$ cat config.mk
export PLATFORM = sky130hd
export DESIGN_NAME = frame_uart_top
export DESIGN_NICKNAME = d
export VERILOG_FILES = /design/src/design/frame_uart_pkg.sv /design/src/design/frame_store.sv /design/src/design/frame_uart_top.sv /design/src/design/pixel_byte_sequencer.sv /design/src/design/uart_serializer.sv
export SDC_FILE = /design/constraint.sdc
export NUM_CORES = 1
export LEC_CHECK = 0
export BUFFER_PORTS_ARGS = -buffer_cell sky130_fd_sc_hd__buf_4
export CORE_AREA = 4 4 126 128
export DETAILED_ROUTE_END_ITERATION = 16
export DIE_AREA = 0 0 130 132
export PLACE_DENSITY = 0.73
export SLEW_MARGIN = 30
export SYNTH_ARGS = -nofsm -noshare
export SYNTH_HDL_FRONTEND = slang
export SYNTH_SLANG_ARGS = --single-unit
$ cat constraint.sdc
create_clock -name clk -period 2.4 [get_ports clk]
set_clock_uncertainty 0.1 [all_clocks]
set_input_delay 0.48 -clock clk [delete_from_list [all_inputs] [get_ports clk]]
set_output_delay 0.48 -clock clk [all_outputs]
set_load 0.01 [all_outputs]
$ cat src/design/frame_uart_pkg.sv
package frame_uart_pkg;

  //////////////////////////////////////////////////
  // pixel format
  //////////////////////////////////////////////////

  // rgb332 pixel
  localparam int PIXEL_BITS = 8;
  localparam int RED_BITS   = 3;
  localparam int GREEN_BITS = 3;
  localparam int BLUE_BITS  = 2;

  // one stored byte, seen raw or split into colour fields
  typedef union packed {
    logic [PIXEL_BITS-1:0] raw;
    struct packed {
      // red sits in the top bits
      logic [RED_BITS-1:0]   red;
      logic [GREEN_BITS-1:0] green;
      // blue in the bottom two
      logic [BLUE_BITS-1:0]  blue;
    } rgb;
  } pixel_u;

  //////////////////////////////////////////////////
  // serial framing
  //////////////////////////////////////////////////

  // 8n1 data payload
  localparam int UART_DATA_BITS  = 8;
  // start + data + stop
  localparam int UART_FRAME_BITS = 10;

  // red, green, blue bytes per pixel
  localparam int BYTES_PER_PIXEL = 3;

  // byte phase codes, sent in this order
  localparam logic [1:0] PHASE_RED   = 2'd0;
  localparam logic [1:0] PHASE_GREEN = 2'd1;
  localparam logic [1:0] PHASE_BLUE  = 2'd2;

endpackage

$ cat src/design/frame_store.sv
`timescale 1ns/1ns

module frame_store import frame_uart_pkg::*; #(
  parameter int FRAME_PIXELS = 16,
  localparam int ADDR_W = (FRAME_PIXELS > 1) ? $clog2(FRAME_PIXELS) : 1,
  localparam int CNT_W = $clog2(FRAME_PIXELS + 1)
) (
  input  logic              clk,
  input  logic              uart_reset,
  // pixel write port
  input  logic              pix_valid,
  input  pixel_u            pix_data,
  output logic              pix_ready,
  // frame state
  input  logic              sending,
  input  logic              release_frame,
  output logic              frame_full,
  // read port for the sequencer
  input  logic              rd_en,
  input  logic [ADDR_W-1:0] rd_addr,
  output pixel_u            rd_data
);

  // pixel memory, raw bytes
  logic [PIXEL_BITS-1:0] mem [FRAME_PIXELS];

  // write pointer, one wider than the address so it can reach FRAME_PIXELS
  logic [CNT_W-1:0] wr_ptr;
  logic             wr_fire;

  //////////////////////////////////////////////////
  // fill state
  //////////////////////////////////////////////////

  // full once every slot has been written
  assign frame_full = (wr_ptr == CNT_W'(FRAME_PIXELS));

  // no loading while full or while the frame goes out
  assign pix_ready = !frame_full && !sending;

  assign wr_fire = pix_valid && pix_ready;

  // pointer restarts from zero once a frame has been sent
  always_ff @(posedge clk) begin
    if (uart_reset || release_frame) begin
      wr_ptr <= '0;
    end else if (wr_fire) begin
      wr_ptr <= wr_ptr + 1'b1;
    end
  end

  //////////////////////////////////////////////////
  // storage
  //////////////////////////////////////////////////

  // arrival order from address 0
  // read data lands one cycle after rd_en and holds until the next read
  always_ff @(posedge clk) begin
    if (wr_fire) begin
      mem[wr_ptr[ADDR_W-1:0]] <= pix_data.raw;
    end
    if (rd_en) begin
      rd_data.raw <= mem[rd_addr];
    end
  end

endmodule

$ cat src/design/frame_uart_top.sv
`timescale 1ns/1ns

module frame_uart_top import frame_uart_pkg::*; #(
  parameter int FRAME_PIXELS = 16,
  parameter int CLKS_PER_BIT = 4,
  localparam int ADDR_W = (FRAME_PIXELS > 1) ? $clog2(FRAME_PIXELS) : 1,
  localparam int CNT_W = $clog2(FRAME_PIXELS + 1)
) (
  input  logic             clk,
  input  logic             uart_reset,
  // pixel load port
  input  logic             pix_valid,
  input  pixel_u           pix_data,
  output logic             pix_ready,
  // transfer control
  input  logic             start,
  output logic             txd,
  output logic             busy,
  output logic             frame_done,
  output logic [CNT_W-1:0] pixels_sent
);

  // store to sequencer
  logic                      frame_full;
  logic                      rd_en;
  logic [ADDR_W-1:0]         rd_addr;
  pixel_u                    rd_data;
  // sequencer to serializer
  logic                      byte_valid;
  logic [UART_DATA_BITS-1:0] byte_data;
  logic                      byte_ready;

  //////////////////////////////////////////////////
  // frame memory
  //////////////////////////////////////////////////

  // busy blocks loading, frame_done frees the store
  frame_store #(
    .FRAME_PIXELS (FRAME_PIXELS)
  ) i_frame_store (
    .clk           (clk),
    .uart_reset    (uart_reset),
    .pix_valid     (pix_valid),
    .pix_data      (pix_data),
    .pix_ready     (pix_ready),
    .sending       (busy),
    .release_frame (frame_done),
    .frame_full    (frame_full),
    .rd_en         (rd_en),
    .rd_addr       (rd_addr),
    .rd_data       (rd_data)
  );

  //////////////////////////////////////////////////
  // pixel to rgb bytes
  //////////////////////////////////////////////////

  pixel_byte_sequencer #(
    .FRAME_PIXELS (FRAME_PIXELS)
  ) i_pixel_byte_sequencer (
    .clk         (clk),
    .uart_reset  (uart_reset),
    .start       (start),
    .frame_full  (frame_full),
    .rd_en       (rd_en),
    .rd_addr     (rd_addr),
    .rd_data     (rd_data),
    .byte_valid  (byte_valid),
    .byte_data   (byte_data),
    .byte_ready  (byte_ready),
    .busy        (busy),
    .frame_done  (frame_done),
    .pixels_sent (pixels_sent)
  );

  //////////////////////////////////////////////////
  // serial line
  //////////////////////////////////////////////////

  uart_serializer #(
    .CLKS_PER_BIT (CLKS_PER_BIT)
  ) i_uart_serializer (
    .clk        (clk),
    .uart_reset (uart_reset),
    .byte_valid (byte_valid),
    .byte_data  (byte_data),
    .byte_ready (byte_ready),
    .txd        (txd)
  );

endmodule

$ cat src/design/pixel_byte_sequencer.sv
`timescale 1ns/1ns

module pixel_byte_sequencer import frame_uart_pkg::*; #(
  parameter int FRAME_PIXELS = 16,
  localparam int ADDR_W = (FRAME_PIXELS > 1) ? $clog2(FRAME_PIXELS) : 1,
  localparam int CNT_W = $clog2(FRAME_PIXELS + 1)
) (
  input  logic                      clk,
  input  logic                      uart_reset,
  input  logic                      start,
  input  logic                      frame_full,
  // store read port
  output logic                      rd_en,
  output logic [ADDR_W-1:0]         rd_addr,
  input  pixel_u                    rd_data,
  // byte stream to the serializer
  output logic                      byte_valid,
  output logic [UART_DATA_BITS-1:0] byte_data,
  input  logic                      byte_ready,
  // status
  output logic                      busy,
  output logic                      frame_done,
  output logic [CNT_W-1:0]          pixels_sent
);

  logic [CNT_W-1:0] rd_cnt;
  logic             all_issued;
  // store read register holds a prefetched pixel
  logic             pf_valid;
  logic             pf_take;
  // pixel on the byte port
  pixel_u           cur;
  logic             cur_valid;
  logic [1:0]       phase;
  logic             byte_accept;
  logic             last_byte;
  logic             last_pixel;
  // last blue byte handed over, waiting for the line to go idle
  logic             draining;
  logic             start_ok;

  assign start_ok    = start && frame_full && !busy;
  assign all_issued  = (rd_cnt == CNT_W'(FRAME_PIXELS));
  assign rd_addr     = rd_cnt[ADDR_W-1:0];
  assign byte_valid  = cur_valid;
  assign byte_accept = byte_valid && byte_ready;
  assign last_byte   = (phase == 2'(BYTES_PER_PIXEL - 1));
  assign last_pixel  = (pixels_sent == CNT_W'(FRAME_PIXELS - 1));

  // move prefetch into the byte stage when it is empty or its blue byte leaves
  assign pf_take = pf_valid && (!cur_valid || (byte_accept && last_byte));
  // refill the read register as soon as it is free or being emptied
  assign rd_en = busy && !all_issued && (!pf_valid || pf_take);

  //////////////////////////////////////////////////
  // byte encoding
  //////////////////////////////////////////////////

  // colour field left-aligned, zeros below
  always_comb begin
    case (phase)
      PHASE_RED:   byte_data = {cur.rgb.red, {(UART_DATA_BITS - RED_BITS){1'b0}}};
      PHASE_GREEN: byte_data = {cur.rgb.green, {(UART_DATA_BITS - GREEN_BITS){1'b0}}};
      PHASE_BLUE:  byte_data = {cur.rgb.blue, {(UART_DATA_BITS - BLUE_BITS){1'b0}}};
      default:     byte_data = '0;
    endcase
  end

  //////////////////////////////////////////////////
  // frame walk
  //////////////////////////////////////////////////

  always_ff @(posedge clk) begin
    if (uart_reset) begin
      busy        <= 1'b0;
      draining    <= 1'b0;
      frame_done  <= 1'b0;
      rd_cnt      <= '0;
      pf_valid    <= 1'b0;
      cur_valid   <= 1'b0;
      phase       <= PHASE_RED;
      pixels_sent <= '0;
    end else begin
      frame_done <= 1'b0;
      if (start_ok) begin
        busy        <= 1'b1;
        rd_cnt      <= '0;
        pixels_sent <= '0;
        phase       <= PHASE_RED;
        pf_valid    <= 1'b0;
        cur_valid   <= 1'b0;
      end else if (draining) begin
        // byte_ready back high means the stop bit is out
        if (byte_ready) begin
          draining   <= 1'b0;
          busy       <= 1'b0;
          frame_done <= 1'b1;
        end
      end else begin
        if (rd_en) begin
          rd_cnt <= rd_cnt + 1'b1;
        end
        // read data valid from the cycle after rd_en
        if (rd_en) begin
          pf_valid <= 1'b1;
        end else if (pf_take) begin
          pf_valid <= 1'b0;
        end
        // red, green, blue then wrap
        if (byte_accept) begin
          if (last_byte) begin
            phase       <= PHASE_RED;
            pixels_sent <= pixels_sent + 1'b1;
            draining    <= last_pixel;
          end else begin
            phase <= phase + 2'd1;
          end
        end
        if (pf_take) begin
          cur_valid <= 1'b1;
        end else if (byte_accept && last_byte) begin
          cur_valid <= 1'b0;
        end
      end
    end
  end

  // pixel payload
  always_ff @(posedge clk) begin
    if (pf_take) begin
      cur <= rd_data;
    end
  end

endmodule

$ cat src/design/uart_serializer.sv
`timescale 1ns/1ns

module uart_serializer import frame_uart_pkg::*; #(
  parameter int CLKS_PER_BIT = 4
) (
  input  logic                      clk,
  input  logic                      uart_reset,
  input  logic                      byte_valid,
  input  logic [UART_DATA_BITS-1:0] byte_data,
  output logic                      byte_ready,
  output logic                      txd
);

  localparam int BAUD_W = $clog2(CLKS_PER_BIT + 1);
  localparam int BIT_W  = $clog2(UART_FRAME_BITS);

  // stop, data, start with the start bit at the bottom
  logic [UART_FRAME_BITS-1:0] shift_q;
  // cycles within the current bit
  logic [BAUD_W-1:0]          baud_cnt;
  // which bit of the frame is on the line
  logic [BIT_W-1:0]           bit_cnt;
  logic                       active;
  logic                       accept;
  logic                       bit_end;
  logic                       frame_end;

  assign accept    = byte_valid && byte_ready;
  assign bit_end   = active && (baud_cnt == BAUD_W'(CLKS_PER_BIT - 1));
  assign frame_end = bit_end && (bit_cnt == BIT_W'(UART_FRAME_BITS - 1));

  //////////////////////////////////////////////////
  // bit timing and shift
  //////////////////////////////////////////////////

  always_ff @(posedge clk) begin
    if (uart_reset) begin
      active   <= 1'b0;
      baud_cnt <= '0;
      bit_cnt  <= '0;
      // all ones keeps the line idle high
      shift_q  <= '1;
    end else if (accept) begin
      // start bit goes out on this edge
      active   <= 1'b1;
      baud_cnt <= '0;
      bit_cnt  <= '0;
      shift_q  <= {1'b1, byte_data, 1'b0};
    end else if (frame_end) begin
      // stop bit done, back to idle
      active   <= 1'b0;
      baud_cnt <= '0;
      bit_cnt  <= '0;
      shift_q  <= '1;
    end else if (bit_end) begin
      // next bit, lsb first, ones fill from the top
      baud_cnt <= '0;
      bit_cnt  <= bit_cnt + 1'b1;
      shift_q  <= {1'b1, shift_q[UART_FRAME_BITS-1:1]};
    end else if (active) begin
      baud_cnt <= baud_cnt + 1'b1;
    end
  end

  //////////////////////////////////////////////////
  // outputs
  //////////////////////////////////////////////////

  // only take a byte when the line is idle
  assign byte_ready = !active;

  // line follows the bottom of the shift register
  assign txd = shift_q[0];

endmodule

Yosys cells after proc, flatten, opt, wreduce, memory -nomap -nowiden
Memories as Yosys holds them, arrays and structs flattened. A register that Yosys moved wholly into a read port is not among the register bits.
Cells that the tools add are included.
{"block": "totals", "ff_bits": 47, "latchBits": 0, "mem_bits_rw": 128, "romBits": 0, "output_inout_bits": 9, "memories": 1}
{"name": "i_frame_store.mem", "words": 16, "width": 8, "read_ports": 1, "rd_ports_with_merged_regs": 1, "wr": 1, "line_no": "frame_store.sv:25", "source": "logic [PIXEL_BITS-1:0] mem [FRAME_PIXELS];"}
{"block": "op_classes", "addsub": 6, "n_mul": 0, "n_div": 0, "order_cmp": 0, "n_eq_ne": 8, "shift": 0, "n_mux": 21, "bitwise_logic": 1, "reduce_logical": 36}
{"op": "two-way mux 9 bit", "n": 3}
{"op": "case mux 8 bit (3 select lines)", "n": 1}
{"op": "two-way mux 1 bit", "n": 16}
{"op": "adder 5 x 1 -> 5 bit (second input constant)", "n": 3}
{"op": "logical AND 1 bit", "n": 11}
{"op": "equality test 5 bit (second input constant)", "n": 2}
{"op": "AND reduction 2 bit", "n": 5}
{"op": "nonzero test 2 bit", "n": 4}
{"op": "logical NOT 1 bit", "n": 6}
{"op": "OR reduction 3 bit", "n": 2}
{"op": "equality test 5 x 4 -> 1 bit (second input constant)", "n": 1}
{"op": "adder 4 x 1 -> 4 bit (second input constant)", "n": 1}
{"op": "equality test 4 bit (second input constant)", "n": 1}
{"op": "OR reduction 4 bit", "n": 1}
{"op": "adder 3 x 1 -> 3 bit (second input constant)", "n": 1}
{"op": "equality test 3 x 2 -> 1 bit (second input constant)", "n": 1}
{"op": "logical OR 1 bit", "n": 3}
{"op": "AND reduction 3 bit", "n": 1}
{"op": "nonzero test 3 bit", "n": 1}
{"op": "adder 2 x 1 -> 2 bit (second input constant)", "n": 1}
{"op": "equality test 2 x 1 -> 1 bit (second input constant)", "n": 1}
{"op": "equality test 2 bit (second input constant)", "n": 1}
{"op": "logical NOT 2 bit", "n": 1}
{"op": "two-way mux 2 bit", "n": 1}
{"op": "3 further kinds", "n": 3}

Longest topological paths before layout
Gate-level depths: netlist (run 1).
{"block": "depth", "word_depth": 9, "depth_mapped": 7, "ltp_nobuf": 6}

Modules after synthesis
Synthesis (run 1) repeated with hierarchy kept, for this count alone.
{"block": "hier_totals", "cells_unflattened": 501, "hier_area_um2": 7656.1}
{"mod": "frame_store", "n_inst": 1, "cells_per_inst": 267, "area_per_inst_um2": 5477.8}
{"mod": "pixel_byte_sequencer", "n_inst": 1, "cells_per_inst": 131, "area_per_inst_um2": 1287.5}
{"mod": "uart_serializer", "n_inst": 1, "cells_per_inst": 103, "area_per_inst_um2": 890.9}

Worst setup path before layout (run 1)
OpenSTA, ideal clock, no wires.
{"block": "synth_path", "path_type": "reg2reg", "from": "register i_frame_store.wr_ptr[0]", "to": "memory i_frame_store.mem[0][0] (enable)", "arrival_time_ns": 1.942, "t_required_ns": 1.917, "setup_slack_ns": -0.025, "stages_incl_launch_ff": 7, "n_path_buf": 0, "period_less_slack_ns": 2.425, "path_cell_list": "dfxtp_1 inv_1 ha_1 and4bb_4 nor3b_2 nand2_1 nor3_1"}
{"block": "synth_via", "elab_chain_len": 6}
{"element": "start: declaration", "line_no": "frame_store.sv:28", "source": "logic [CNT_W-1:0] wr_ptr;"}
{"element": "start signal: assignment", "line_no": "frame_store.sv:48", "source": "wr_ptr <= wr_ptr + 1'b1;"}
{"element": "equality test 5 bit", "line_no": "frame_store.sv:36", "source": "assign frame_full = (wr_ptr == CNT_W'(FRAME_PIXELS));"}
{"element": "logical NOT 1 bit", "line_no": "frame_store.sv:39", "source": "assign pix_ready = !frame_full && !sending;"}
{"element": "logical AND 1 bit", "line_no": "frame_store.sv:39"}
{"element": "logical AND 1 bit", "line_no": "frame_store.sv:41", "source": "assign wr_fire = pix_valid && pix_ready;"}
{"element": "two-way mux 1 bit", "line_no": "frame_store.sv:59", "source": "if (wr_fire) begin"}
{"element": "two-way mux 1 bit (implied by the code)", "line_no": "frame_store.sv:60", "source": "mem[wr_ptr[ADDR_W-1:0]] <= pix_data.raw;"}
{"element": "end: declaration", "line_no": "frame_store.sv:25"}
Parallel ways exist; a longest one is shown, timed or not.

Worst setup path in the final report (run 1)
{"block": "layout_path", "from": "register i_frame_store.wr_ptr[0]", "to": "output port pix_ready"}
{"block": "layout_via", "elab_chain_len": 3}
{"element": "equality test 5 bit", "line_no": "frame_store.sv:36"}
{"element": "logical NOT 1 bit", "line_no": "frame_store.sv:39"}
{"element": "logical AND 1 bit", "line_no": "frame_store.sv:39"}
{"element": "end: declaration", "line_no": "frame_uart_top.sv:14", "source": "output logic pix_ready,"}
Every way passes these cells.

==> results of run 1 <==
kinds of logic after synthesis:
kind of cell / count (synthesis) / synth area share [%]
adder cells (fa/ha/maj): 12 / 2.07
multiplexers: 40 / 11.1
XOR/XNOR: 10 / 1.21
AO/OA/AOI/OAI: 53 / 5.13
buffers and inverters: 30 / 1.90
AND/OR/NAND/NOR: 117 / 8.12
flip-flops: 183 / 70.5
Yosys cell counts, types with 6 or more instances:
| master | count | share of area (%) |
|---|---|---|
| mux2i_1 | 8 | 1.1 |
| inv_1 | 10 | 0.52 |
| nand2_1 | 30 | 1.6 |
| ha_1 | 12 | 2.1 |
| nor2b_1 | 6 | 0.52 |
| dfxtp_1 | 39 | 11 |
| a22oi_1 | 17 | 1.8 |
| a221o_1 | 6 | 0.83 |
| edfxtp_1 | 144 | 60 |
| buf_2 | 8 | 0.55 |
| xor2_1 | 7 | 0.85 |
| nor3_1 | 7 | 0.48 |
| nor2_1 | 42 | 2.2 |
| mux4_2 | 32 | 10 |
| a21oi_1 | 13 | 0.90 |
registers in the layout (all words and copies together) (netlist names), 2 cells and up:
name,count
i_frame_store.rd_data,8
i_uart_serializer.shift_q,9
i_frame_store.mem,128
i_frame_store.wr_ptr,5
i_pixel_byte_sequencer.phase,2
i_pixel_byte_sequencer.rd_cnt,5
i_pixel_byte_sequencer.cur,8
i_uart_serializer.bit_cnt,4
i_uart_serializer.baud_cnt,3
i_pixel_byte_sequencer.pixels_sent,5
layout make-up:
| type | count | area (µm²) | area share [%] |
|---|---|---|---|
| Timing Repair Buffer | 43 | 335 | 4.01 |
| Sequential cell | 183 | 5110 | 61.1 |
| Tap cell | 188 | 235 | 2.81 |
| Clock buffer | 21 | 460 | 5.51 |
| Multi-Input combinational cell | 232 | 2020 | 24.1 |
| Inverter | 10 | 37.5 | 0.449 |
| Clock inverter | 11 | 169 | 2.02 |
worst min-delay path by stage:
stage | start | end | slack, ns
floorplan | i_frame_store.rd_data[0]$_DFFE_PP_ | i_pixel_byte_sequencer.cur[0]$_DFFE_PP_ | 0.30
global placement | i_frame_store.rd_data[4]$_DFFE_PP_ | i_pixel_byte_sequencer.cur[4]$_DFFE_PP_ | 0.30
detailed placement | i_frame_store.rd_data[6]$_DFFE_PP_ | i_pixel_byte_sequencer.cur[6]$_DFFE_PP_ | 0.30
CTS | uart_reset | i_uart_serializer.baud_cnt[2]$_SDFFE_PP0P_ | 0.22
global route | uart_reset | i_uart_serializer.baud_cnt[1]$_SDFFE_PP0P_ | 0.24
finish | uart_reset | i_uart_serializer.baud_cnt[2]$_SDFFE_PP0P_ | 0.24
where the power goes:
group	internal (µW)	total [µW]	switching, µW
Sequential	3440	3460	11.8
Combinational	52.9	156	103
Clock	1800	2930	1130
Total	5300	6540	1240
per-layer routing:
| layer | vias up | global-route usage (%) | wire length (µm) |
|---|---|---|---|
| li1 | 1794 | - | - |
| met1 | 1961 | 23.6 | 5950 |
| met2 | 123 | 27.2 | 6850 |
| met3 | 15 | 4.70 | 836 |
| met4 | 0 | 5.83 | 228 |
| met5 | - | 0 | 0 |
through the flow:
step	util, %	instances	total power (µW)
6_report	56.3	688	6540
5_1_grt	56.3	688	6760
4_1_cts	56.2	688	6590
3_5_place_dp	52.0	656	3680
3_3_place_gp	52.0	656	3670
2_1_floorplan	-	445	3590
==> results.md, run 1 <==
* Post-route worst setup slack at 0.0983 ns
* Required time worst endpoint at about 1.8 ns
* First-pass DRT Iterations at 7
* Setup crit start: i_frame_store.wr_ptr[0]$_SDFFE_PP0P_
* Clock slew at reported path FFs at 0.06 ns
* Cells after Synth at between 400 and 500
* Hold Path Stages at 2
* Antenna violations before repair at 0
* Instance count on the critical path at 5
* Die Area at between 15000 and 20000 µm²
* GRT Util Overall at about 17%
* Post-synthesis net count at approximately 470
* Initial Util at around 50%
* Commonest non-fill, non-tap cell in the layout: edfxtp_1
* Mapped Area at slightly above 7000 µm²
* Synth Register Bits at roughly 180
* Outcome: finished clean
* Die width at between 100 and 150 µm
* Root buffer cell: clkbuf_16
* Most frequent cells in the layout: 144 x edfxtp_1, 42 x nor2_1, 42 x buf_4
* # IOs at 21
* Port Buffers at 20
* Fin area at 8360 µm²
* GRT overflow at 0
* # clock sinks at between 150 and 200
* Hold_buf cts at 0
* First-iteration detailed-routing DRC count at just under 500
* CP delay by family, top: flip-flops
* Vias per cell at around 5.7
* RSZ-0062 raised after global routing: false
* Crit path max fanout at 7
* Period utilisation layout at a little over nine tenths
* Cells along the critical path: inv_1 -> ha_1 -> and4bb_4 -> nor2_1 -> buf_4
* Synth unique cells at 46
* Count of final setup violators at 0
* Crit path to: pix_ready
* Synth Warn # at 0
* Number of synthesized flops with an enable pin at ~140
* Buffers & Inverters on Critical Path at 2
* Worst Setup End Kind: primary output
* Prevailing post-synth register cell: edfxtp_1
* First-pass GRT wire length at approximately 22000 µm
* Post-Place Worst Slack at around 0.12 ns
* Syn_area_per_cell at about 16 µm²
* DPL Wire Length at between 9000 and 10000 µm
* Peak Freq at around 430 MHz
* Worst r2r src: i_frame_store.wr_ptr[0]$_SDFFE_PP0P_
* Layout cell share with drive strength beyond 1 at between 20% and 30%
* CP Launch Type: register
* Nets at 511
* Vias at approximately 3900
* GPL Wtd Cong at 0.820
* Rel. slew slack at just under 60%
* Worst Reg2Reg Path Length in Cells at 7
* CTS Buffer Depth at 2
* WL final at 13900 µm
* PostCTS Resize Cnt at 0
* CP Data Arrival Time at 1.72 ns
* Max Slew Vio Count at 0
* FF-to-FF setup slack at about 0.15 ns
* Final Hold Viols at 0
* Largest net degree at the start of global routing at 36
* Type of the worst setup path: reg2out
* Hold Crit Class: in2reg
* Antenna-violating nets left at 0
* WHS at about 0.24 ns
* Core ar. at about 15000 µm²
* Fillers at around 1100
* CTS tree: done
* Max VDD drop at between 0.6 and 0.7 mV
* RR Endpoint: i_frame_store.mem[6][5]$_DFFE_PP_
* Routed len/inst at a little over 20 µm
* Period minus WS final at about 2.3 ns
* CTS H-Tree Depth at 4
* Sequential area share after synthesis at about 71%
* # Post-CTS Setup Buffers at 0
* Slowest CP cell: dfxtp_1
* Max cap viols at 0
* Crit-path max cell delay at approximately 0.42 ns
* Setup TNS at 0 ns
* N_diodes at 0
* Worst-Margin Slew at between 0.6 and 0.7 ns
* CTS buffer count at 17
* Share of flip-flops with an asynchronous set or reset at 0%
* Skew-Pair Late Insertion Delay at around 0.42 ns
* Number of core rows at 45
* Area Overhead vs Synth at 15.5%
* Die height at around 130 µm
* Vias in the first global route at ~4000
* Pwr dens at 782 nW/µm²
* DRC at 0
* Placed instance area at 7730 µm²
* Pleak at between 0.002 and 0.003 µW
(Power assumes the default switching activity.)
==> run 2: changes to the inputs <==
CORE_AREA = 4 4 140 115   (was 4 4 126 128)
DIE_AREA = 0 0 144 119   (was 0 0 130 132)
==> run 2 against run 1 <==
Compared with the run above:
- sequential power hardly changed
- global-route usage is 1.1 points higher
- highest routed layer unchanged
- power is 4.4% lower
- critical path depth is 1 higher
- routed wire length is 5.3% higher
- worst hold slack worse by 0.011 ns
- combinational power is 8% higher
- clock power is 11% lower
- setup slack better by 0.047 ns
- clock-buffer cell count is 4 higher
- fmax is 2.1% higher
==> results.md, run 2 (same netlist as run 1, synthesis figures left out) <==
* Flop pwr share at a little under three fifths
* Pwr dens at ~750 nW/µm²
* Pint at around 5000 µW
* Hold_buf cts at 0
* CTS buffer count at 17
* GRT overflow at 0
* Switching Share at around 20%
* DPL Wire Length at 9810 µm
* Cells along the critical path: inv_1 -> ha_1 -> and4bb_4 -> nand4bb_1 -> nor3_1 -> buf_4
* GPL Wtd Cong at 0.832
* WL final at roughly 15000 µm
* Number of core rows at 40
* Nets at around 520
* Worst-Margin Slew at approximately 0.66 ns
* Commonest non-fill, non-tap cell in the layout: edfxtp_1
* Die width at ~140 µm
* # Post-CTS Setup Buffers at 0
* CTS H-Tree Depth at 4
* Placed cells at ~660
* Vias per cell at between 5 and 6
* Combinational power share at under 10%
* GRT Util Overall at 18.5%
* Setup TNS at 0 ns
* Skew-Pair Late Insertion Delay at about 0.42 ns
* Fillers at approximately 1100
* Root buffer cell: clkbuf_16
* Area Overhead vs Synth at 15.0%
* First-iteration detailed-routing DRC count at about 340
* Max Slew Vio Count at 0
* Count of final setup violators at 0
* Routed len/inst at roughly 21 µm
* # clock sinks at between 150 and 200
* Type of the worst setup path: reg2reg
* # IOs at 21
* Peak Freq at around 440 MHz
* RSZ-0062 raised after global routing: false
* CP Data Arrival Time at 2.29 ns
* Rel. slew slack at approximately 56%
* Required time worst endpoint at approximately 2.4 ns
* Initial Util at between 40% and 50%
* First-pass DRT Iterations at 5
* CP Launch Type: register
* Crit-path max cell delay at between 0.4 and 0.5 ns
* Core Util, Final at 56.4%
* PostCTS Resize Cnt at 0
* Multi-input logic area at 2010 µm²
* Hold Crit Class: in2reg
* Die Area at 17100 µm²
* Clock slew at reported path FFs at roughly 0.07 ns
* CTS tree: done
* Largest net degree at the start of global routing at 36
* Vias at just under 4000
* Part of the power in the clock network at about two fifths
* Max VDD drop at ~0.59 mV
* Period utilisation layout at between 90% and 100%
* Max cap viols at 0
* Slowest CP cell: dfxtp_1
* Layout cell share with drive strength beyond 1 at 23.0%
* Max reg flops at 128
* Storage cell area at about 5100 µm²
* Pleak at about 0.0028 µW
* Non-Filler Instances at around 700
* Core ar. at 14800 µm²
* CTS Buffer Depth at 2
* Die height at roughly 120 µm
* Port Buffers at 20
* Vias in the first global route at roughly 4000
* Most frequent cells in the layout: 144 x edfxtp_1, 46 x buf_4, 42 x nor2_1
* Antenna violations before repair at 0
* Outcome: finished clean
* Final Hold Viols at 0
* N_diodes at 0
* Worst Setup End Kind: register
* Crit path max fanout at 8
* NetSw at around 1300 µW
* DRC at 0
* Antenna-violating nets left at 0
* Period minus WS final at 2.25 ns
* First-pass GRT wire length at 23100 µm
-- run 2: changes by cell type in the layout (fill, tap and decap cells not counted) --
cell and delta:
buf_4 +4, bufinv_16 -4, clkbuf_1 +3, clkbuf_16 +2
clkbuf_8 -1, clkinv_2 -2, clkinvlp_4 +1, inv_8 +1
nor3b_2 +1, nor3b_4 -1
-- run 2: through the flow --
step / setup WS (ns) / instance area (µm²) / total power [µW] / hold WS, ns
4_1_cts: 0.139 / 8320 / 6290 / 0.215
3_5_place_dp: 0.183 / 7760 / 3690 / 0.305
3_3_place_gp: 0.261 / 7760 / 3680 / 0.302
6_report: 0.145 / 8320 / 6250 / 0.227
2_1_floorplan: 0.149 / 7260 / 3590 / 0.300
5_1_grt: 0.0290 / 8320 / 6450 / 0.226
-- run 2: metal layers --
metal | part of all wire (%) | track usage [%] | vias up
met4 | 1.2 | 5.35 | 0
met1 | 44 | 25.6 | 2011
li1 | - | - | 1804
met2 | 49 | 28.5 | 88
met5 | 0 | 0 | -
met3 | 5.1 | 5.54 | 12
-- run 2: power groups by stage --
stage                     sequential [µW]  combinational (µW)  clock (µW)
after floorplan                      3520                69.9           0
after global placement               3530                 157           0
after detailed placement             3530                 164           0
after CTS                            3460                 167        2660
after global routing                 3460                 182        2810
final                                3460                 168        2620
-- run 2: cell type report --
class | count | area share [%]
inverter | 10 | 0.451
multi-input combinational | 232 | 24.2
clock inverter | 7 | 0.691
clock buffer | 25 | 6.10
sequential | 183 | 61.3
tap | 189 | 2.84
timing repair buffer | 47 | 4.39
-- run 2: path summary, 6_finish.rpt --
path                                               to  slack [ns]                                 start  cells past startpoint
max                 i_frame_store.mem[3][5]$_DFFE_PP_        0.15  i_frame_store.wr_ptr[1]$_SDFFE_PP0P_                      6
min          i_pixel_byte_sequencer.busy$_SDFFE_PP0P_        0.23                            uart_reset                      2
max reg2reg         i_frame_store.mem[3][5]$_DFFE_PP_        0.15  i_frame_store.wr_ptr[1]$_SDFFE_PP0P_                      6
min reg2reg   i_pixel_byte_sequencer.cur[0]$_DFFE_PP_        0.32    i_frame_store.rd_data[0]$_DFFE_PP_                      0
-- run 2: worst max-delay path, delay by kind of cell (launching register included) --
family	cells	cell delay (ns)
buffers and inverters	2	0.31
flip-flops	1	0.43
adder cells (fa/ha/maj)	1	0.20
AND/OR/NAND/NOR	3	0.93
